<file path="src/regPkg.sv">
`default_nettype none

package regPkg;

  localparam int numRegs = 32;
  localparam int regIdxW = $clog2(numRegs);
  localparam int wordW   = 32;
  localparam int laneW   = wordW / 8;

  typedef logic [regIdxW-1:0] regIdxT;
  typedef logic [wordW-1:0]   wordT;
  // Bit 3 covers bits 31:24, big-endian lane order
  typedef logic [laneW-1:0]   laneSelT;
  // Word-granular address, used for the pc and memory words
  typedef logic [wordW-3:0]   wordAddrT;

  // Hardwired zero register
  localparam regIdxT zeroReg = '0;

endpackage

`default_nettype wire

</file>
<file path="src/opPkg.sv">
`default_nettype none

package opPkg;

  typedef enum logic [2:0] {
    opAlu,
    opLoad,
    opStore,
    opLink,
    opRead
  } opcodeT;

  typedef enum logic [1:0] {
    szByte,
    szHalf,
    szWord
  } sizeT;

  // Write-back source for the register file
  typedef enum logic [1:0] {
    wbResult,
    wbLoad,
    wbLink
  } wbSrcT;

  typedef struct packed {
    opcodeT           opcode;
    sizeT             size;
    regPkg::regIdxT   rd;
    regPkg::regIdxT   ra;
    regPkg::regIdxT   rb;
    logic [31:0]      addr;
    regPkg::wordT     result;
    regPkg::wordAddrT pc;
  } cmdT;

  typedef struct packed {
    regPkg::wordT regA;
    regPkg::wordT regB;
  } rspT;

  typedef struct packed {
    regPkg::wordAddrT wordAddr;
    logic             we;
    regPkg::laneSelT  sel;
    regPkg::wordT     wdata;
  } memReqT;

endpackage

`default_nettype wire

</file>
<file path="src/regFileBank.sv">
`default_nettype none
`timescale 1ns/1ps

module regFileBank (
  input  logic           gclk,
  input  logic           rstN,
  input  logic           rdEn,
  input  regPkg::regIdxT rdAddr,
  output regPkg::wordT   rdData,
  input  logic           wrEn,
  input  regPkg::regIdxT wrAddr,
  input  regPkg::wordT   wrData
);
  import regPkg::*;

  wordT mem [numRegs];

  // R0 is never stored, so the array needs no init
  always_ff @(posedge gclk) begin
    if (wrEn && (wrAddr != zeroReg)) begin
      mem[wrAddr] <= wrData;
    end
  end

  // Registered read port
  always_ff @(posedge gclk or negedge rstN) begin
    if (!rstN) begin
      rdData <= '0;
    end else if (rdEn) begin
      if (rdAddr == zeroReg) begin
        rdData <= '0;
      end else begin
        rdData <= mem[rdAddr];
      end
    end
  end

endmodule

`default_nettype wire

</file>
<file path="src/regFile.sv">
`default_nettype none
`timescale 1ns/1ps

module regFile (
  input  logic             gclk,
  input  logic             rstN,
  input  logic             rdEn,
  input  regPkg::regIdxT   raIdx,
  input  regPkg::regIdxT   rbIdx,
  input  regPkg::regIdxT   rdIdx,
  input  logic             wrEn,
  input  opPkg::wbSrcT     wbSrc,
  input  regPkg::wordT     result,
  input  regPkg::wordAddrT pcWord,
  input  opPkg::sizeT      size,
  input  logic [1:0]       byteOfs,
  input  regPkg::wordT     loadWord,
  output regPkg::wordT     regA,
  output regPkg::wordT     regB,
  output regPkg::wordT     storeWord,
  output regPkg::laneSelT  storeSel,
  output regPkg::laneSelT  loadSel
);
  import regPkg::*;
  import opPkg::*;

  wordT    regD;
  wordT    wbData;
  wordT    loadAligned;
  laneSelT laneSel;
  logic    misaligned;

  // All three banks share the write port, so they hold the same contents
  regFileBank bankA (
    .gclk(gclk), .rstN(rstN),
    .rdEn(rdEn), .rdAddr(raIdx), .rdData(regA),
    .wrEn(wrEn), .wrAddr(rdIdx), .wrData(wbData)
  );

  regFileBank bankB (
    .gclk(gclk), .rstN(rstN),
    .rdEn(rdEn), .rdAddr(rbIdx), .rdData(regB),
    .wrEn(wrEn), .wrAddr(rdIdx), .wrData(wbData)
  );

  // Bank D supplies store data
  regFileBank bankD (
    .gclk(gclk), .rstN(rstN),
    .rdEn(rdEn), .rdAddr(rdIdx), .rdData(regD),
    .wrEn(wrEn), .wrAddr(rdIdx), .wrData(wbData)
  );

  // Byte offset 0 is the most significant lane
  always_comb begin
    unique case (size)
      szByte:  laneSel = 4'b1000 >> byteOfs;
      szHalf:  laneSel = byteOfs[1] ? 4'b0011 : 4'b1100;
      default: laneSel = 4'b1111;
    endcase
  end

  assign loadSel  = laneSel;
  assign storeSel = laneSel;

  // Load aligner, zero-extended
  always_comb begin
    case (laneSel)
      4'b1000: loadAligned = {24'd0, loadWord[31:24]};
      4'b0100: loadAligned = {24'd0, loadWord[23:16]};
      4'b0010: loadAligned = {24'd0, loadWord[15:8]};
      4'b0001: loadAligned = {24'd0, loadWord[7:0]};
      4'b1100: loadAligned = {16'd0, loadWord[31:16]};
      4'b0011: loadAligned = {16'd0, loadWord[15:0]};
      default: loadAligned = loadWord;
    endcase
  end

  // Store replicator
  always_comb begin
    unique case (size)
      szByte:  storeWord = {4{regD[7:0]}};
      szHalf:  storeWord = {2{regD[15:0]}};
      default: storeWord = regD;
    endcase
  end

  always_comb begin
    unique case (wbSrc)
      wbLoad:  wbData = loadAligned;
      wbLink:  wbData = {pcWord, 2'b00};
      default: wbData = result;
    endcase
  end

  assign misaligned = ((size == szHalf) && byteOfs[0]) ||
                      ((size == szWord) && (byteOfs != 2'b00));

  // A load write-back must come from an aligned access
  aLoadAligned: assert property (
    @(posedge gclk) disable iff (!rstN)
    (wrEn && (wbSrc == wbLoad)) |-> !misaligned
  ) else $error("misaligned load, size %0d offset %0d", size, byteOfs);

endmodule

`default_nettype wire

</file>
<file path="src/memPort.sv">
`default_nettype none
`timescale 1ns/1ps

module memPort #(
  parameter int memAddrBits = 8
) (
  input  logic          gclk,
  input  logic          rstN,
  input  logic          start,
  input  opPkg::memReqT reqIn,
  output logic          memReq,
  output opPkg::memReqT memOut,
  input  logic          memAck,
  input  regPkg::wordT  memRdata,
  output logic          done,
  output regPkg::wordT  rdWord
);
  import regPkg::*;

  typedef enum logic [1:0] {
    mpIdle,
    mpReq,
    mpRelease
  } mpStateT;

  mpStateT                state;
  logic [memAddrBits-1:0] addrQ;
  logic                   weQ;
  laneSelT                selQ;
  wordT                   wdataQ;

  always_ff @(posedge gclk or negedge rstN) begin
    if (!rstN) begin
      state  <= mpIdle;
      memReq <= 1'b0;
      done   <= 1'b0;
    end else begin
      done <= 1'b0;
      unique case (state)
        mpIdle: begin
          if (start) begin
            memReq <= 1'b1;
            state  <= mpReq;
          end
        end
        mpReq: begin
          if (memAck) begin
            memReq <= 1'b0;
            state  <= mpRelease;
          end
        end
        mpRelease: begin
          // Done one cycle after ack seen low
          if (!memAck) begin
            done  <= 1'b1;
            state <= mpIdle;
          end
        end
        default: state <= mpIdle;
      endcase
    end
  end

  // Request held from start until the next start
  always_ff @(posedge gclk) begin
    if ((state == mpIdle) && start) begin
      addrQ  <= reqIn.wordAddr[memAddrBits-1:0];
      weQ    <= reqIn.we;
      selQ   <= reqIn.sel;
      wdataQ <= reqIn.wdata;
    end
    if ((state == mpReq) && memAck) begin
      rdWord <= memRdata;
    end
  end

  always_comb begin
    memOut                            = '0;
    memOut.wordAddr[memAddrBits-1:0]  = addrQ;
    memOut.we                         = weQ;
    memOut.sel                        = selQ;
    memOut.wdata                      = wdataQ;
  end

  aReqStable: assert property (
    @(posedge gclk) disable iff (!rstN)
    (memReq && $past(memReq)) |-> $stable(memOut)
  ) else $error("memOut changed during memReq");

endmodule

`default_nettype wire

</file>
<file path="src/cmdSequencer.sv">
`default_nettype none
`timescale 1ns/1ps

module cmdSequencer #(
  parameter int memAddrBits = 8
) (
  input  logic             gclk,
  input  logic             rstN,
  input  logic             cmdReq,
  input  opPkg::cmdT       cmdIn,
  output logic             cmdAck,
  output opPkg::rspT       rspOut,
  output logic             rdEn,
  output regPkg::regIdxT   raIdx,
  output regPkg::regIdxT   rbIdx,
  output regPkg::regIdxT   rdIdx,
  output logic             wrEn,
  output opPkg::wbSrcT     wbSrc,
  output regPkg::wordT     result,
  output regPkg::wordAddrT pcWord,
  output opPkg::sizeT      size,
  output logic [1:0]       byteOfs,
  output regPkg::wordT     loadWord,
  input  regPkg::wordT     storeWord,
  input  regPkg::laneSelT  storeSel,
  input  regPkg::laneSelT  loadSel,
  output logic             memStart,
  output opPkg::memReqT    memReqOut,
  input  logic             memDone,
  input  regPkg::wordT     memRdWord,
  input  regPkg::wordT     regA,
  input  regPkg::wordT     regB
);
  import opPkg::*;

  typedef enum logic [2:0] {
    sqIdle,
    sqRead,
    sqMem,
    sqWrite,
    sqAck,
    sqRelease
  } sqStateT;

  sqStateT state;
  cmdT     cmdQ;
  logic    isMemOp;
  logic    writesBack;

  assign isMemOp    = (cmdQ.opcode == opLoad) || (cmdQ.opcode == opStore);
  assign writesBack = (cmdQ.opcode == opAlu) || (cmdQ.opcode == opLoad) ||
                      (cmdQ.opcode == opLink);

  // Every command passes sqWrite, which keeps opRead at 3 cycles
  always_ff @(posedge gclk or negedge rstN) begin
    if (!rstN) begin
      state    <= sqIdle;
      cmdAck   <= 1'b0;
      memStart <= 1'b0;
    end else begin
      memStart <= 1'b0;
      unique case (state)
        sqIdle: begin
          if (cmdReq) begin
            state <= sqRead;
          end
        end
        sqRead: begin
          if (isMemOp) begin
            memStart <= 1'b1;
            state    <= sqMem;
          end else begin
            state <= sqWrite;
          end
        end
        sqMem: begin
          if (memDone) begin
            state <= sqWrite;
          end
        end
        sqWrite: state <= sqAck;
        sqAck: begin
          cmdAck <= 1'b1;
          state  <= sqRelease;
        end
        sqRelease: begin
          if (!cmdReq) begin
            cmdAck <= 1'b0;
            state  <= sqIdle;
          end
        end
        default: state <= sqIdle;
      endcase
    end
  end

  always_ff @(posedge gclk) begin
    if ((state == sqIdle) && cmdReq) begin
      cmdQ <= cmdIn;
    end
    if (state == sqAck) begin
      rspOut.regA <= regA;
      rspOut.regB <= regB;
    end
  end

  // Register file control
  assign rdEn     = (state == sqRead);
  assign wrEn     = (state == sqWrite) && writesBack;
  assign raIdx    = cmdQ.ra;
  assign rbIdx    = cmdQ.rb;
  assign rdIdx    = cmdQ.rd;
  assign result   = cmdQ.result;
  assign pcWord   = cmdQ.pc;
  assign size     = cmdQ.size;
  assign byteOfs  = cmdQ.addr[1:0];
  assign loadWord = memRdWord;

  always_comb begin
    unique case (cmdQ.opcode)
      opLoad:  wbSrc = wbLoad;
      opLink:  wbSrc = wbLink;
      default: wbSrc = wbResult;
    endcase
  end

  // Memory request, upper word address bits zero
  always_comb begin
    memReqOut                           = '0;
    memReqOut.wordAddr[memAddrBits-1:0] = cmdQ.addr[memAddrBits+1:2];
    memReqOut.we                        = (cmdQ.opcode == opStore);
    memReqOut.sel                       = memReqOut.we ? storeSel : loadSel;
    memReqOut.wdata                     = storeWord;
  end

  aAckNeedsReq: assert property (
    @(posedge gclk) disable iff (!rstN)
    $rose(cmdAck) |-> cmdReq
  ) else $error("cmdAck rose without cmdReq");

endmodule

`default_nettype wire

</file>
<file path="src/dataPathTop.sv">
`default_nettype none
`timescale 1ns/1ps

module dataPathTop #(
  parameter int memAddrBits = 8
) (
  input  logic          gclk,
  input  logic          rstN,
  input  logic          cmdReq,
  input  opPkg::cmdT    cmdIn,
  output logic          cmdAck,
  output opPkg::rspT    rspOut,
  output logic          memReq,
  output opPkg::memReqT memOut,
  input  logic          memAck,
  input  regPkg::wordT  memRdata
);
  import regPkg::*;
  import opPkg::*;

  logic     rdEn;
  logic     wrEn;
  regIdxT   raIdx;
  regIdxT   rbIdx;
  regIdxT   rdIdx;
  wbSrcT    wbSrc;
  wordT     result;
  wordAddrT pcWord;
  sizeT     size;
  logic [1:0] byteOfs;
  wordT     loadWord;
  wordT     regA;
  wordT     regB;
  wordT     storeWord;
  laneSelT  storeSel;
  laneSelT  loadSel;
  logic     memStart;
  memReqT   memReqOut;
  logic     memDone;
  wordT     memRdWord;

  cmdSequencer #(.memAddrBits(memAddrBits)) sequencer (
    .gclk(gclk), .rstN(rstN),
    .cmdReq(cmdReq), .cmdIn(cmdIn), .cmdAck(cmdAck), .rspOut(rspOut),
    .rdEn(rdEn), .raIdx(raIdx), .rbIdx(rbIdx), .rdIdx(rdIdx),
    .wrEn(wrEn), .wbSrc(wbSrc), .result(result), .pcWord(pcWord),
    .size(size), .byteOfs(byteOfs), .loadWord(loadWord),
    .storeWord(storeWord), .storeSel(storeSel), .loadSel(loadSel),
    .memStart(memStart), .memReqOut(memReqOut),
    .memDone(memDone), .memRdWord(memRdWord),
    .regA(regA), .regB(regB)
  );

  regFile regs (
    .gclk(gclk), .rstN(rstN),
    .rdEn(rdEn), .raIdx(raIdx), .rbIdx(rbIdx), .rdIdx(rdIdx),
    .wrEn(wrEn), .wbSrc(wbSrc), .result(result), .pcWord(pcWord),
    .size(size), .byteOfs(byteOfs), .loadWord(loadWord),
    .regA(regA), .regB(regB),
    .storeWord(storeWord), .storeSel(storeSel), .loadSel(loadSel)
  );

  memPort #(.memAddrBits(memAddrBits)) mport (
    .gclk(gclk), .rstN(rstN),
    .start(memStart), .reqIn(memReqOut),
    .memReq(memReq), .memOut(memOut),
    .memAck(memAck), .memRdata(memRdata),
    .done(memDone), .rdWord(memRdWord)
  );

endmodule

`default_nettype wire

</file>
<file path="config.mk">
export PLATFORM = sky130hd
export DESIGN_NAME = dataPathTop
export DESIGN_NICKNAME = d
export VERILOG_FILES = /design/src/regPkg.sv /design/src/opPkg.sv /design/src/regFileBank.sv /design/src/regFile.sv /design/src/memPort.sv /design/src/cmdSequencer.sv /design/src/dataPathTop.sv
export SDC_FILE = /design/constraint.sdc
export NUM_CORES = 2
export LEC_CHECK = 0
export BUFFER_PORTS_ARGS = -buffer_cell sky130_fd_sc_hd__buf_2
export CORE_MARGIN = 10
export CORE_UTILIZATION = 61
export DETAILED_ROUTE_END_ITERATION = 6
export GPL_TIMING_DRIVEN = 0
export PLACE_DENSITY = 0.77
export SLEW_MARGIN = 20
export SYNTH_ARGS = -nofsm -noshare
export SYNTH_HDL_FRONTEND = slang
export SYNTH_SLANG_ARGS = --single-unit
</file>
<file path="constraint.sdc">
create_clock -name gclk -period 6.7 [get_ports gclk]
set_input_delay 2.01 -clock gclk [delete_from_list [all_inputs] [get_ports gclk]]
set_output_delay 2.01 -clock gclk [all_outputs]
set_load 0.02 [all_outputs]
</file>
==> metrics.txt <==
run status=complete, no violations; ranking of synthesized cells by instance count=sky130_fd_sc_hd__edfxtp_1 (1,257), sky130_fd_sc_hd__mux2i_1 (677), sky130_fd_sc_hd__mux4_2 (384); most frequent cell after synthesis=sky130_fd_sc_hd__edfxtp_1; via count of the first global-routing pass=between 40,000 and 50,000; data arrival time of the worst path=between 4 and 5 ns; number of buffers on the longest clock path=3; final setup violation count=0; final design utilization=between 70% and 80%; quantity of I/O buffers inserted on ports=between 200 and 250; longest individual stage delay on the worst path=1.06 ns; number of inserted filler cells in the final layout=about 7,000; number of cell rows=124; Post-Syn Area per Cell=about 16 um^2; cell-by-cell listing of the critical path=buf_6, buf_2, nor2_2, clkbuf_1, a21oi_1, a221oi_1, o41ai_1; reported leakage power=about 29 nW; number of detailed-routing iterations run before antenna repair=7; Clk Latency, worst-skew pair=0.79 ns; Ys Warns=0; all-layer global routing usage=a little over 40%; area after detailed placement=about 0.077 mm^2; CTS tree=yes; Max IR drop VDD=~0.00027 V; Num CTS Buffers=between 100 and 150; tightest slew margin relative to the limit=about 6.7%; GPL Wtd Cong=about 1.2; Setup Buffers After CTS=0; min Tclk post-route=3.98 ns; placeable core area=~0.11 mm^2; number of DRC violations after detailed routing=0; post-synth top area cell=sky130_fd_sc_hd__edfxtp_1; width of the die=about 360 um; clock root buffer master=sky130_fd_sc_hd__clkbuf_16; fraction of the yosys area taken by sequential cells=57.9%; number of instances resized during post-cts repair=0; critical path fanouts, max=10; Setup Crit Path Kind=reg -> reg; share of the clock period used by the worst path=roughly three fifths; area added between synthesis and finish=15.8%; antenna violations before repair=13; GR Overflow Total=0; number of nets still failing antenna checks after routing=0; global-route wire length before repair=roughly 370,000 um; endpoint class of the critical path=flop; critical path required time=between 7 and 8 ns; number of top-level design ports=around 280; number of hold buffers added after cts=0; actual transition at the worst max-transition pin=between 1 and 1.5 ns; Routed WL per cell=slightly above 40 um; Area contributors post-synth=sky130_fd_sc_hd__edfxtp_1 (54%), sky130_fd_sc_hd__mux4_2 (12%), sky130_fd_sc_hd__mux2i_1 (9.6%), sky130_fd_sc_hd__dfrtp_1 (3.7%), sky130_fd_sc_hd__mux2_2 (3.7%); first-iteration detailed-routing DRC count=~9,200; area of all placed cells without fillers=between 0.08 and 0.09 mm^2; number of max-cap violations=0; final hold vios=0; share of flip-flops with an asynchronous set or reset after synthesis=7.63%; setup repair after global routing missed its margin=false; clock skew=approximately 0.038 ns; y dimension of the die=about 360 um; Synth Cell Area=~0.07 mm^2; deepest level of the CTS H-tree=4; dpl hpwl=199,000 um; total number of vias=between 40,000 and 50,000; total wire length after detailed routing=roughly 270,000 um; post-synthesis sequential element count=1,377; areal power density over the cells=roughly 410 mW/mm^2; area of the multi-input gates=0.0282 mm^2; class of the most critical hold timing path=reg -> reg; clock edge transition at the registers on the reported setup and hold paths=0.06 ns; Seq. cell area=between 0.04 and 0.05 mm^2; ratio of routed vias to standard cells=around 7.5; startpoint type of the worst setup path=flop; die footprint=roughly 0.13 mm^2; Clock Sinks=between 1,000 and 1,500; maximum clock rate=roughly 250 MHz; max-slew violation count=0; number of unique standard cell types used by synthesis=52; number of enable flip-flop cells after synthesis=between 1,000 and 1,500; library cell contributing the largest single delay on the critical path=sky130_fd_sc_hd__a221oi_1; layout cell share with drive strength beyond 1=30.6%; starting density of the core=61.5%; Pwr Total=between 30 and 40 mW; nets=a little over 5,000; number of instances in the synthesized netlist=~4,500; largest net degree at the start of global routing=80; area share of the largest cell type after synthesis=between 50% and 60%; Top FF cell, synth=sky130_fd_sc_hd__edfxtp_1
flip-flops by register name (all words and copies together), names as in the netlist, 5 cells and up, named ones only:
register	cells
mport.addrQ	8
mport.rdWord	32
mport.wdataQ	32
regs.bankA.rdData	32
regs.bankB.mem	896
regs.bankB.rdData	32
regs.bankD.mem	128
regs.bankD.rdData	32
sequencer.memReqOut	8
sequencer.pcWord	30
sequencer.raIdx	5
sequencer.rbIdx	5
sequencer.rdIdx	5
sequencer.result	32
sequencer.rspOut	64
layer usage:
metal | GRT usage (%) | part of all wire, % | vias up
li1 | - | - | 19500
met1 | 51.0 | 33 | 25200
met2 | 56.7 | 41 | 4544
met3 | 19.4 | 18 | 790
met4 | 23.7 | 7.5 | 14
met5 | 0 | 0.069 | -
critical path: cells and delay by family (launching register included):
kind / cells / cell delay (ns)
AND/OR/NAND/NOR: 1 / 0.91
flip-flops: 1 / 0.31
buffers and inverters: 3 / 0.98
AO/OA/AOI/OAI: 3 / 1.58
cell type report:
cell class / count / share of cell area (%)
repair buffers: 370 / 4.27
plain buffers: 409 / 3.07
clock inverters: 74 / 0.879
well taps: 1512 / 2.32
multi-input cells: 2734 / 34.6
clock buffers: 189 / 4.80
inverters: 2 / 0.00923
diodes: 7 / 0.0215
flip-flops and latches: 1377 / 50.0
final timing paths:
kind	startpoint	end	slack, ns	depth (start not counted)
worst max-delay path	flop	regs.bankB.rdData[6]	2.72	7
worst min-delay path	sequencer.memReqOut[37]	mport.addrQ[0]	0.42	0
worst max register to register	flop	regs.bankB.rdData[6]	2.72	7
worst min register to register	sequencer.memReqOut[37]	mport.addrQ[0]	0.42	0
max in group asynchronous	rstN	regs.bankA.rdData[2]	4.78	2
min in group asynchronous	rstN	regs.bankD.rdData[11]	1.15	1
through the flow:
stage | setup TNS [ns] | hold slack, ns | std cells | setup slack [ns]
floorplan | 0 | 0.400 | 4522 | 2.35
global placement | -215.98 | 0.401 | 6272 | -0.935
detailed placement | 0 | 0.407 | 6395 | 2.55
CTS | 0 | 0.420 | 6658 | 2.83
global route | 0 | 0.428 | 6667 | 2.85
finish | 0 | 0.418 | 6674 | 2.72
cells in the final DEF, fill, tap and decap left out, types with 105 or more instances in the layout:
cell,count
sky130_fd_sc_hd__buf_4,109
sky130_fd_sc_hd__clkbuf_1,223
sky130_fd_sc_hd__mux2i_1,677
sky130_fd_sc_hd__clkbuf_16,147
sky130_fd_sc_hd__nand2_1,202
sky130_fd_sc_hd__edfxtp_1,1257
sky130_fd_sc_hd__a21oi_1,289
sky130_fd_sc_hd__dfrtp_1,105
sky130_fd_sc_hd__buf_2,292
sky130_fd_sc_hd__a22oi_1,213
sky130_fd_sc_hd__mux2_2,232
sky130_fd_sc_hd__mux4_2,384
where the power goes:
part	internal, mW	switching [mW]
combinational	5.00	9.47
clock	4.52	3.50
sequential	10.6	0.617
cell families after synthesis:
logic type | after synthesis | share of synthesized area [%]
XOR/XNOR | 2 | 0.0249
buffers and inverters | 411 | 3.55
multiplexers | 1306 | 25.9
flip-flops | 1377 | 57.9
other | 1 | 0.00534
AND/OR/NAND/NOR | 438 | 2.93
AO/OA/AOI/OAI | 933 | 9.66
adder cells (fa/ha/maj) | 1 | 0.0142
No activity file was read; power rests on OpenSTA's default activity.
